===== src/common/regmap_pkg.sv =====
`default_nettype none

package regmap_pkg;

    // Opcode map
    localparam logic [7:0] CHIP_ID_ADDR     = 8'hDB;
    localparam logic [7:0] PLL_CSR_ADDR     = 8'h40;
    localparam logic [7:0] DISPLAY_CFG_ADDR = 8'h50;
    localparam logic [7:0] CAMERA_CFG_ADDR  = 8'h60;

    // Fixed device identifier
    localparam logic [7:0] CHIP_ID_VALUE = 8'h81;

    // Display settings, 2 bytes on the wire
    typedef struct packed {
        logic [7:0] brightness;  // Sent first
        logic [7:0] mode;
    } display_cfg_t;

    // Camera settings, 4 bytes on the wire
    typedef struct packed {
        logic [15:0] exposure;  // Sent first, high byte leading
        logic [7:0]  gain;
        logic [7:0]  flags;
    } camera_cfg_t;

    // Mid brightness, default mode
    localparam display_cfg_t DISPLAY_CFG_RESET = 16'h8000;

    // Exposure 0x0100, gain 4, no flags
    localparam camera_cfg_t CAMERA_CFG_RESET = 32'h0100_0400;

endpackage

`default_nettype wire


===== src/common/spi_pkg.sv =====
`default_nettype none

package spi_pkg;

    // Bits per SPI byte, MSB first on the wire
    localparam int BYTE_BITS = 8;

    // Peers on the shared read-back path: system_csr, display, camera
    localparam int N_PEERS = 3;

    // Byte bus broadcast from the peripheral to every peer
    typedef struct packed {
        logic [BYTE_BITS-1:0] opcode;        // Held for the whole transaction
        logic                 opcode_valid;  // One-cycle pulse after the opcode byte
        logic [BYTE_BITS-1:0] operand;       // Last complete operand byte
        logic                 operand_valid; // One-cycle pulse per operand byte
        logic [7:0]           wr_count;      // Index of the operand just written
        logic [7:0]           rd_count;      // Index of the byte now shifting out
    } spi_bus_t;

    // Per-peer answer to the current opcode
    typedef struct packed {
        logic                 hit;   // Opcode belongs to this peer
        logic [BYTE_BITS-1:0] data;  // Read-back byte for rd_count
    } response_t;

endpackage

`default_nettype wire


===== src/logic/config_register.sv =====
`timescale 1ns/1ps
`default_nettype none

module config_register #(
    parameter type        cfg_t       = logic [15:0],
    parameter logic [7:0] ADDRESS     = 8'h00,
    parameter cfg_t       RESET_VALUE = '0
) (
    input  logic               spi_clock,
    input  logic               rst_n,
    input  spi_pkg::spi_bus_t  bus,
    output spi_pkg::response_t response,
    output cfg_t               cfg
);

    localparam int N_BYTES = $bits(cfg_t) / spi_pkg::BYTE_BITS;

    logic [N_BYTES-1:0][spi_pkg::BYTE_BITS-1:0] staging;       // Byte 0 is the MSB
    logic [N_BYTES-1:0][spi_pkg::BYTE_BITS-1:0] staging_next;
    logic [N_BYTES-1:0][spi_pkg::BYTE_BITS-1:0] cfg_bytes;
    logic                                       addressed;
    logic                                       write_en;
    logic                                       last_byte;

    assign addressed = bus.opcode == ADDRESS;
    assign write_en  = addressed && bus.operand_valid && bus.wr_count < N_BYTES;
    assign last_byte = write_en && bus.wr_count == N_BYTES - 1;  // Commit point
    assign cfg_bytes = cfg;

    // Incoming byte merged into its slot
    always_comb begin
        staging_next = staging;
        if (bus.wr_count < N_BYTES) begin
            staging_next[N_BYTES - 1 - int'(bus.wr_count)] = bus.operand;
        end
    end

    // Start each transaction from the live value
    always_ff @(posedge spi_clock) begin
        if (addressed && bus.opcode_valid) staging <= cfg;
        else if (write_en) staging <= staging_next;
    end

    // Short writes never reach cfg
    always_ff @(posedge spi_clock) begin
        if (!rst_n) begin
            cfg <= RESET_VALUE;
        end else if (last_byte) begin
            cfg <= cfg_t'(staging_next);
        end
    end

    always_comb begin
        response.hit = addressed;
        if (bus.rd_count < N_BYTES) begin
            response.data = cfg_bytes[N_BYTES - 1 - int'(bus.rd_count)];
        end else begin
            response.data = '0;  // Past the end
        end
    end

endmodule

`default_nettype wire


===== src/logic/fpga_ctrl_top.sv =====
`timescale 1ns/1ps
`default_nettype none

module fpga_ctrl_top (
    input  logic                     spi_clock,
    input  logic                     rst_n,
    input  logic                     select_n,    // Low for a whole transaction
    input  logic                     data_in,
    input  logic                     pll_locked,
    output logic                     data_out,
    output regmap_pkg::display_cfg_t display_cfg,
    output regmap_pkg::camera_cfg_t  camera_cfg,
    output logic                     pllpowerdown_n,
    output logic                     image_buffer_read_en
);

    spi_pkg::spi_bus_t  bus;
    spi_pkg::response_t responses [spi_pkg::N_PEERS];  // Priority order
    logic [7:0]         response_byte;

    spi_peripheral spi_peripheral_i (
        .spi_clock (spi_clock),
        .rst_n     (rst_n),
        .select_n  (select_n),
        .data_in   (data_in),
        .data_out  (data_out),
        .response  (response_byte),
        .bus       (bus)
    );

    // Chip ID and PLL control, highest priority
    system_csr system_csr_i (
        .spi_clock            (spi_clock),
        .rst_n                (rst_n),
        .bus                  (bus),
        .pll_locked           (pll_locked),
        .response             (responses[0]),
        .pllpowerdown_n       (pllpowerdown_n),
        .image_buffer_read_en (image_buffer_read_en)
    );

    config_register #(
        .cfg_t       (regmap_pkg::display_cfg_t),
        .ADDRESS     (regmap_pkg::DISPLAY_CFG_ADDR),
        .RESET_VALUE (regmap_pkg::DISPLAY_CFG_RESET)
    ) display_cfg_i (
        .spi_clock (spi_clock),
        .rst_n     (rst_n),
        .bus       (bus),
        .response  (responses[1]),
        .cfg       (display_cfg)
    );

    config_register #(
        .cfg_t       (regmap_pkg::camera_cfg_t),
        .ADDRESS     (regmap_pkg::CAMERA_CFG_ADDR),
        .RESET_VALUE (regmap_pkg::CAMERA_CFG_RESET)
    ) camera_cfg_i (
        .spi_clock (spi_clock),
        .rst_n     (rst_n),
        .bus       (bus),
        .response  (responses[2]),
        .cfg       (camera_cfg)
    );

    response_arbiter response_arbiter_i (
        .responses (responses),
        .data      (response_byte)
    );

endmodule

`default_nettype wire


===== src/logic/response_arbiter.sv =====
`timescale 1ns/1ps
`default_nettype none

module response_arbiter (
    input  spi_pkg::response_t responses [spi_pkg::N_PEERS],
    output logic [7:0]         data
);

    // Fixed priority, index 0 strongest
    // Walk from the weakest so the lowest hitting index is written last
    always_comb begin
        data = '0;  // Unmapped opcode reads zero
        for (int i = spi_pkg::N_PEERS - 1; i >= 0; i--) begin
            if (responses[i].hit) begin
                data = responses[i].data;
            end
        end
    end

endmodule

`default_nettype wire


===== src/logic/system_csr.sv =====
`timescale 1ns/1ps
`default_nettype none

module system_csr (
    input  logic               spi_clock,
    input  logic               rst_n,
    input  spi_pkg::spi_bus_t  bus,
    input  logic               pll_locked,
    output spi_pkg::response_t response,
    output logic               pllpowerdown_n,
    output logic               image_buffer_read_en
);

    logic pll_csr_write;

    // Only the first operand byte is a CSR write
    assign pll_csr_write = bus.operand_valid
                        && bus.opcode == regmap_pkg::PLL_CSR_ADDR
                        && bus.wr_count == 8'd0;

    always_ff @(posedge spi_clock) begin
        if (!rst_n) begin
            pllpowerdown_n       <= 1'b1;  // PLL running out of reset
            image_buffer_read_en <= 1'b0;
        end else if (pll_csr_write) begin
            pllpowerdown_n <= bus.operand[0];
            // SPI clock may feed the image buffer only with the PLL off
            image_buffer_read_en <= bus.operand[1] & ~bus.operand[0];
        end
    end

    // Same byte for every read position
    always_comb begin
        response = '0;
        case (bus.opcode)
            regmap_pkg::CHIP_ID_ADDR: begin
                response.hit  = 1'b1;
                response.data = regmap_pkg::CHIP_ID_VALUE;
            end
            regmap_pkg::PLL_CSR_ADDR: begin
                response.hit  = 1'b1;
                // Lock status for the host before it flips the buffer clock
                response.data = {5'b0, pll_locked, image_buffer_read_en, pllpowerdown_n};
            end
            default: begin
                response = '0;  // Not ours
            end
        endcase
    end

endmodule

`default_nettype wire


===== src/spi/spi_peripheral.sv =====
`timescale 1ns/1ps
`default_nettype none

module spi_peripheral (
    input  logic             spi_clock,
    input  logic             rst_n,
    input  logic             select_n,
    input  logic             data_in,
    output logic             data_out,
    input  logic [7:0]       response,
    output spi_pkg::spi_bus_t bus
);

    logic [$clog2(spi_pkg::BYTE_BITS)-1:0] bit_count;   // Position within current byte
    logic [spi_pkg::BYTE_BITS-2:0]         shift_in;    // First 7 bits of the byte
    logic [spi_pkg::BYTE_BITS-2:0]         shift_out;   // Remaining response bits
    logic [spi_pkg::BYTE_BITS-1:0]         rx_byte;
    logic [spi_pkg::BYTE_BITS-1:0]         opcode;
    logic [spi_pkg::BYTE_BITS-1:0]         operand;
    logic                                  opcode_done; // Opcode byte already taken
    logic                                  opcode_valid;
    logic                                  operand_valid;
    logic [7:0]                            wr_count;
    logic [7:0]                            rd_count;
    logic                                  byte_end;

    assign rx_byte  = {shift_in, data_in};  // Completed byte at the 8th edge
    assign byte_end = &bit_count;

    // Control state, cleared by reset or a deselected host
    always_ff @(posedge spi_clock) begin
        if (!rst_n || select_n) begin
            bit_count     <= '0;  // Partial byte dropped
            opcode_done   <= 1'b0;
            opcode_valid  <= 1'b0;
            operand_valid <= 1'b0;
            wr_count      <= '0;
            rd_count      <= '0;
        end else begin
            bit_count     <= bit_count + 1'b1;
            opcode_valid  <= byte_end && !opcode_done;
            operand_valid <= byte_end && opcode_done;
            if (byte_end) begin
                if (!opcode_done) begin
                    opcode_done <= 1'b1;
                end else begin
                    // Written byte has the index that was being read
                    wr_count <= rd_count;
                    rd_count <= rd_count + 1'b1;
                end
            end
        end
    end

    // Shift registers and captured bytes
    always_ff @(posedge spi_clock) begin
        if (!select_n) begin
            shift_in <= {shift_in[spi_pkg::BYTE_BITS-3:0], data_in};
            if (bit_count == '0) begin
                shift_out <= response[spi_pkg::BYTE_BITS-2:0];  // Bit 7 already on the pin
            end else begin
                shift_out <= shift_out << 1;
            end
            if (byte_end && !opcode_done) opcode <= rx_byte;
            if (byte_end && opcode_done) operand <= rx_byte;
        end
    end

    // Bit 7 straight from the arbiter, the rest from shift_out
    always_comb begin
        if (!opcode_done) data_out = 1'b0;               // Nothing to return yet
        else if (bit_count == '0) data_out = response[7];
        else data_out = shift_out[spi_pkg::BYTE_BITS-2];
    end

    assign bus = '{
        opcode:        opcode,
        opcode_valid:  opcode_valid,
        operand:       operand,
        operand_valid: operand_valid,
        wr_count:      wr_count,
        rd_count:      rd_count
    };

endmodule

`default_nettype wire


===== config.mk =====
export PLATFORM = sky130hd
export DESIGN_NAME = fpga_ctrl_top
export DESIGN_NICKNAME = d
export VERILOG_FILES = /design/src/common/regmap_pkg.sv /design/src/common/spi_pkg.sv /design/src/logic/config_register.sv /design/src/logic/fpga_ctrl_top.sv /design/src/logic/response_arbiter.sv /design/src/logic/system_csr.sv /design/src/spi/spi_peripheral.sv
export SDC_FILE = /design/constraint.sdc
export NUM_CORES = 1
export LEC_CHECK = 0
export BUFFER_PORTS_ARGS = -buffer_cell sky130_fd_sc_hd__buf_2
export CORE_MARGIN = 2
export CORE_UTILIZATION = 45
export DETAILED_ROUTE_END_ITERATION = 8
export PLACE_DENSITY_LB_ADDON = 0.05
export SLEW_MARGIN = 5
export SYNTH_ARGS = -nofsm -noshare
export SYNTH_HDL_FRONTEND = slang
export SYNTH_SLANG_ARGS = --single-unit

===== constraint.sdc =====
create_clock -name spi_clock -period 5.2 [get_ports spi_clock]
set_input_delay 0.78 -clock spi_clock [delete_from_list [all_inputs] [get_ports spi_clock]]
set_output_delay 0.78 -clock spi_clock [all_outputs]
set_load 0.1 [all_outputs]

==> flow_summary.json, run 1 <==
{
  "grt_pass1_wl_um": 27890,
  "initial_core_util_pct": 45.59,
  "startpoint": "spi_peripheral_i.rd_count[2]$_SDFFE_PP0P_",
  "hp-class": "register to register",
  "final_cells": 840,
  "p_int_mw": 1.821,
  "die_x_um": 124.6,
  "leakagePower_nw": 2.774,
  "cp.depth": 5,
  "boundaryPins": 56,
  "synth_edf_count": 70,
  "post-route-period-util_pct": 69.50,
  "startpoint_type": "register",
  "maxSlewViolCount": 0,
  "post_cts_buffers": 0,
  "antenna_found_initial": 0,
  "io_buffers": 55,
  "ant_nets": 0,
  "nNetsFinal": 653,
  "synth_cell_types": 58,
  "crit_type": "register to output pin",
  "setup_viol": 0,
  "coreArea_um2": 14370,
  "drive_above_1_share_pct": 17.99,
  "max_freq_mhz": 276.7,
  "cts_made_buffers": 17,
  "clkTransAtPathRegs_ns": 0.05,
  "critical-path-max-stage-delay_ns": 0.66,
  "worstMarginPinSlew_ns": 1.139,
  "routedWlPerCell_um": 20.95,
  "grt_pass1_vias": 4688,
  "period_minus_slack_ns": 3.614,
  "ys.flop_type": "dfxtp_1",
  "power_frac_comb_pct": 1.1,
  "power.switching_uw": 464.3,
  "syn_area_um2": 6550,
  "layout_common_cells": "103 x a21oi_1, 72 x dfxtp_1, 70 x edfxtp_1",
  "die_y_um": 124.6,
  "placed_cell_area_um2": 6905,
  "path_delay_family": "simple AND/OR/NAND/NOR gates",
  "firstDrtPassIters": 5,
  "place_congestion": 0.8786,
  "postRouteWirelength_um": 17600,
  "path_cells": "nor4_1 -> nand4_1 -> o22a_1 -> a21oi_1 -> buf_2",
  "cts_sinks": 142,
  "finalInstanceArea_um2": 7430,
  "power.density_nw_per_um2": 307.6,
  "rows": 44,
  "r2r-start": "spi_peripheral_i.opcode[1]$_DFFE_PP_",
  "worstPathArrival_ns": 2.83,
  "clk_latency_ns": 0.43,
  "skew_ns": 0.009202,
  "setup-tns-final_ns": 0,
  "mappedNetlistNets": 612,
  "yosysWarnings": 0,
  "dpl.cell_count": 808,
  "p_sw_share_pct": 20.32,
  "max-cap-violations": 0,
  "required_ns": 4.42,
  "avgSynthCellArea_um2": 10.88,
  "syn2layout_area_growth_pct": 13.43,
  "outcome": "finished clean",
  "cts.repair.resized": 0,
  "clkPwrFrac_pct": 47.3,
  "pwr-share-seq_pct": 51.6,
  "hpwlAfterDp_um": 11740,
  "ctsHoldBuffers": 0,
  "cp_slowest_cell": "nor4_1",
  "drc_errors": 0,
  "worstReg2RegEnd": "display_cfg_i.staging[2]$_DFFE_PP_",
  "dieArea_um2": 15540,
  "grt-ovfl-total": 0,
  "worstSetupEndpointType": "output pin",
  "post-route-util_pct": 51.71,
  "ir_drop_uv": 202.4,
  "cp_max_fo": 8,
  "track_usage_pct": 23.51,
  "drt_iter0_drc": 534,
  "vias_per_cell": 5.860,
  "crit_path_end": "data_out",
  "vias": 4922,
  "final_common_cell": "a21oi_1",
  "rsz0062_at_grt": "false",
  "maxSlewHeadroom_pct": 23.92,
  "grt_max_degree": 49,
  "r2r_setup_slack_ns": 2.49,
  "cts-root-buf": "clkbuf_16",
  "ys_ff_latch": 142,
  "synthCells": 602,
  "reg2reg_depth": 4,
  "antenna_cells": 0,
  "tritoncts": "done",
  "synth-async-reset-ratio_pct": 0,
  "h-tree-depth": 4,
  "total_power_mw": 2.285,
  "clockBufferDepth": 2,
  "report.final.hold_viol_count": 0,
  "worst-path-buf-inv": 1,
  "ys_seq_area_share_pct": 54.10
}
## sequential cells by signal, summed over array words and instances, names as in the netlist
name / flops
camera_cfg_i.cfg: 32
camera_cfg_i.staging: 24
display_cfg_i.cfg: 16
display_cfg_i.staging: 16
spi_peripheral_i.opcode: 8
spi_peripheral_i.operand: 8
spi_peripheral_i.rd_count: 8
spi_peripheral_i.wr_count: 8
spi_peripheral_i.shift_in: 7
spi_peripheral_i.shift_out: 7
spi_peripheral_i.bit_count: 3
spi_peripheral_i.opcode_done: 1
spi_peripheral_i.opcode_valid: 1
spi_peripheral_i.operand_valid: 1
system_csr_i.image_buffer_read_en: 1
system_csr_i.pllpowerdown_n: 1
## power by group through the flow
stage               sequential (mW)  clock, mW  combinational [mW]
finish                         1.18       1.08              0.0246
detailed placement             1.20          0              0.0252
floorplan                      1.20          0              0.0167
global route                   1.18       1.15              0.0276
global placement               1.20          0              0.0252
CTS                            1.18       1.10              0.0252
## metrics by stage
step	setup slack, ns	hold WS (ns)
after CTS	1.544	0.4588
after global placement	2.036	0.4408
after global routing	1.310	0.4707
after detailed placement	1.995	0.4459
after floorplan	1.349	0.4215
final	1.586	0.4511
## metal layers
metal  vias to the layer above  part of all wire, %  global-route usage (%)
li1                       2338                    -                       -
met1                      2429                   47                   32.85
met2                       138                   47                   36.68
met3                        17                  4.6                   5.198
met4                         0                  1.5                   7.336
met5                         -                    0                       0
## worst reg2reg max path, cell delays in order (launching register included)
cell and delay (ns):
edfxtp_1 0.44, nor4_4 0.56, and2_0 0.88, a21boi_1 0.25
buf_4 0.27
## cells in the mapped netlist, types with 2 or more instances
cell      count  area (µm²)
a211o_1       2       17.52
a211oi_1     30       225.2
a21oi_1     103       515.5
a22o_1        4       35.03
a41oi_1       2       17.52
and3_1        5       31.28
and4_1        2       17.52
buf_1         2       7.510
buf_2         5       25.02
buf_6         6       67.56
clkbuf_1     26       97.59
dfxtp_1      72        1441
edfxtp_1     70        2102
ha_1          5       62.56
inv_1        14       52.55
mux2i_1      47       470.5
mux4_2        8       180.2
nand2_1      27       101.4
nand2b_1      2       12.51
nand3_1      22       110.1
nand3_2       3       30.03
nand4_1       8       50.05
nor2_1       53       198.9
nor2b_1       4       25.02
nor3_1       11       55.05
nor3_4        2       32.53
nor3b_1       3       22.52
nor4_1        2       12.51
nor4_4        3       63.81
nor4b_1       2       17.52
o21ai_0      10       50.05
o21ai_1      10       50.05
o22a_1        2       17.52
o22ai_1       4       25.02
or3_1         2       12.51
or4_4         2       22.52
or4b_4        2       27.53
xnor2_1       3       26.28
xor2_1        3       26.28
## cell type report
cell class / count / area (µm²)
inverters: 14 / 52.55
repair buffers: 62 / 327.8
fillers: 1300 / 6939
clock buffers: 24 / 481.7
clock inverters: 8 / 42.54
flip-flops and latches: 142 / 3543
multi-input cells: 406 / 2751
well taps: 184 / 230.2
## how the worst min path moves through the flow
stage	slack (ns)	endpoint	from	depth (start not counted)
2_1_floorplan	0.42	spi_peripheral_i.opcode[7]$_DFFE_PP_	spi_peripheral_i.shift_in[6]$_DFFE_PN_	0
3_3_place_gp	0.44	spi_peripheral_i.operand[7]$_DFFE_PP_	spi_peripheral_i.shift_in[6]$_DFFE_PN_	0
3_5_place_dp	0.45	spi_peripheral_i.operand[7]$_DFFE_PP_	spi_peripheral_i.shift_in[6]$_DFFE_PN_	0
4_1_cts	0.46	spi_peripheral_i.opcode[7]$_DFFE_PP_	spi_peripheral_i.shift_in[6]$_DFFE_PN_	0
5_1_grt	0.47	spi_peripheral_i.opcode[7]$_DFFE_PP_	spi_peripheral_i.shift_in[6]$_DFFE_PN_	0
6_report	0.45	spi_peripheral_i.opcode[7]$_DFFE_PP_	spi_peripheral_i.shift_in[6]$_DFFE_PN_	0
## kinds of logic after synthesis
kind of cell	count (synthesis)	synth area share (%)
compound gates	172	15.47
simple gates	167	14.63
flops	142	54.10
mux	56	10.10
buf+inv	54	3.935
xor+xnor	6	0.8024
fa+ha+maj	5	0.9551
Note: power is estimated with default switching activity, not from simulation.
==> run 2, diff against run 1 <==
==> constraint.sdc (replaced) <==
create_clock -name spi_clock -period 3.8 [get_ports spi_clock]
set_input_delay 0.57 -clock spi_clock [delete_from_list [all_inputs] [get_ports spi_clock]]
set_output_delay 0.57 -clock spi_clock [all_outputs]
set_load 0.1 [all_outputs]
==> flow_summary.json, run 2 (same netlist as run 1, synthesis figures left out) <==
{
  "required_ns": 3.23,
  "nNetsFinal": 654,
  "clk_latency_ns": 0.42,
  "report.final.hold_viol_count": 0,
  "grt_pass1_wl_um": 28530,
  "maxSlewHeadroom_pct": 21.78,
  "boundaryPins": 56,
  "worstSetupEndpointType": "output pin",
  "top_register": "camera_cfg_i.cfg",
  "path_cells": "nor4_1 -> nand4_1 -> o22a_1 -> a21oi_1 -> buf_2",
  "ctsHoldBuffers": 0,
  "coreArea_um2": 14370,
  "max-cap-violations": 0,
  "layout_common_cells": "103 x a21oi_1, 72 x dfxtp_1, 70 x edfxtp_1",
  "die_x_um": 124.6,
  "leakagePower_nw": 2.814,
  "place_ws_ns": 0.7674,
  "setup_slack_ns": 0.3143,
  "fillers": 1284,
  "rows": 44,
  "h-tree-depth": 4,
  "antenna_cells": 0,
  "placed_cell_area_um2": 6913,
  "place_congestion": 0.8976,
  "track_usage_pct": 24.01,
  "dpl.cell_count": 809,
  "vias_per_cell": 6.006,
  "worstMarginPinSlew_ns": 1.171,
  "crit_type": "register to output pin",
  "post-route-period-util_pct": 91.73,
  "wl_met2_um": 8598,
  "cp_slowest_cell": "nor4_1",
  "die_y_um": 124.6,
  "cts-root-buf": "clkbuf_16",
  "maxSlewViolCount": 0,
  "vias": 5051,
  "final_cells": 841,
  "final_common_cell": "a21oi_1",
  "clockBufferDepth": 2,
  "ant_nets": 0,
  "routedWlPerCell_um": 21.65,
  "power.density_nw_per_um2": 447.3,
  "firstDrtPassIters": 5,
  "critical-path-max-stage-delay_ns": 0.73,
  "hp-class": "input pin to register",
  "grt_pass1_vias": 4817,
  "top_layer_used": "met4",
  "grt_max_degree": 49,
  "ir_drop_uv": 289.3,
  "total_power_mw": 3.362,
  "worst-path-buf-inv": 1,
  "setup-tns-final_ns": 0,
  "antenna_found_initial": 0,
  "skew_ns": 0.01113,
  "tritoncts": "done",
  "period_minus_slack_ns": 3.486,
  "drt_iter0_drc": 570,
  "dieArea_um2": 15540,
  "seqCellArea_um2": 3543,
  "setup_viol": 0,
  "startpoint_type": "register",
  "multi_input_area_um2": 2751,
  "cts.repair.resized": 0,
  "rsz0062_at_grt": "false",
  "cp_max_fo": 8,
  "outcome": "finished clean",
  "cts_made_buffers": 17,
  "syn2layout_area_growth_pct": 14.75,
  "dr_wl_met3_um": 1290,
  "drc_errors": 0,
  "io_buffers": 55,
  "path_delay_family": "simple AND/OR/NAND/NOR gates",
  "largest_reg_flops": 32,
  "worstPathArrival_ns": 2.92,
  "drive_above_1_share_pct": 18.42,
  "grt-ovfl-total": 0,
  "post_cts_buffers": 0,
  "clkTransAtPathRegs_ns": 0.06,
  "reg_top3": "camera_cfg_i.cfg (32), camera_cfg_i.staging (24)",
  "postRouteWirelength_um": 18210,
  "wl_met1_um": 7922,
  "initial_core_util_pct": 45.59,
  "cts_sinks": 142,
  "hpwlAfterDp_um": 11930,
  "max_freq_mhz": 286.9,
  "finalInstanceArea_um2": 7516
}
run 2: changes by cell type in the layout (fill, tap and decap cells not counted), sizes merged:
cell and change:
buf +1, clkinvlp +1, clkbuf -6, bufinv +4
clkinv +1
run 2: stage by stage:
stage	utilization, %	hold slack (ns)
2_1_floorplan	-	0.4215
3_3_place_gp	48.11	0.4494
3_5_place_dp	48.11	0.4538
4_1_cts	52.31	0.3579
5_1_grt	52.31	0.3720
6_report	52.31	0.3726
run 2: cell type report:
cell class,count,share of cell area (%)
tap,184,3.063
sequential,142,47.15
multi-input combinational,406,36.61
timing repair buffer,63,4.461
inverter,14,0.6992
clock buffer,18,5.710
clock inverter,14,2.314
run 2: where the power goes:
group          leakage [nW]  switching, mW  internal (mW)  total [mW]
sequential             1.22        0.00609           1.61        1.61
clock                 0.288          0.627           1.08        1.71
combinational          1.30         0.0271        0.00779      0.0349
total                  2.81          0.661           2.70        3.36
run 2: worst register-to-register path: cells and delay by family (launching register included):
kind / cells / cell delay (ns)
AND/OR/NAND/NOR: 3 / 1.40
flip-flops: 1 / 0.44
buffers and inverters: 1 / 0.38
run 2: worst paths after layout:
kind / from / endpoint / slack (ns) / depth (start not counted)
max: spi_peripheral_i.rd_count[2]$_SDFFE_PP0P_ / data_out / 0.31 / 5
min: data_in / spi_peripheral_i.shift_in[0]$_DFFE_PN_ / 0.37 / 1
max reg2reg: spi_peripheral_i.opcode[1]$_DFFE_PP_ / camera_cfg_i.staging[19]$_DFFE_PP_ / 1.23 / 4
min reg2reg: spi_peripheral_i.shift_in[6]$_DFFE_PN_ / spi_peripheral_i.operand[7]$_DFFE_PP_ / 0.46 / 0
run 2: per-layer routing:
layer  up-vias  GRT usage [%]
li1       2346              -
met5         -              0
met4         0          8.724
met1      2505          32.32
met2       171          38.03
met3        29          5.627
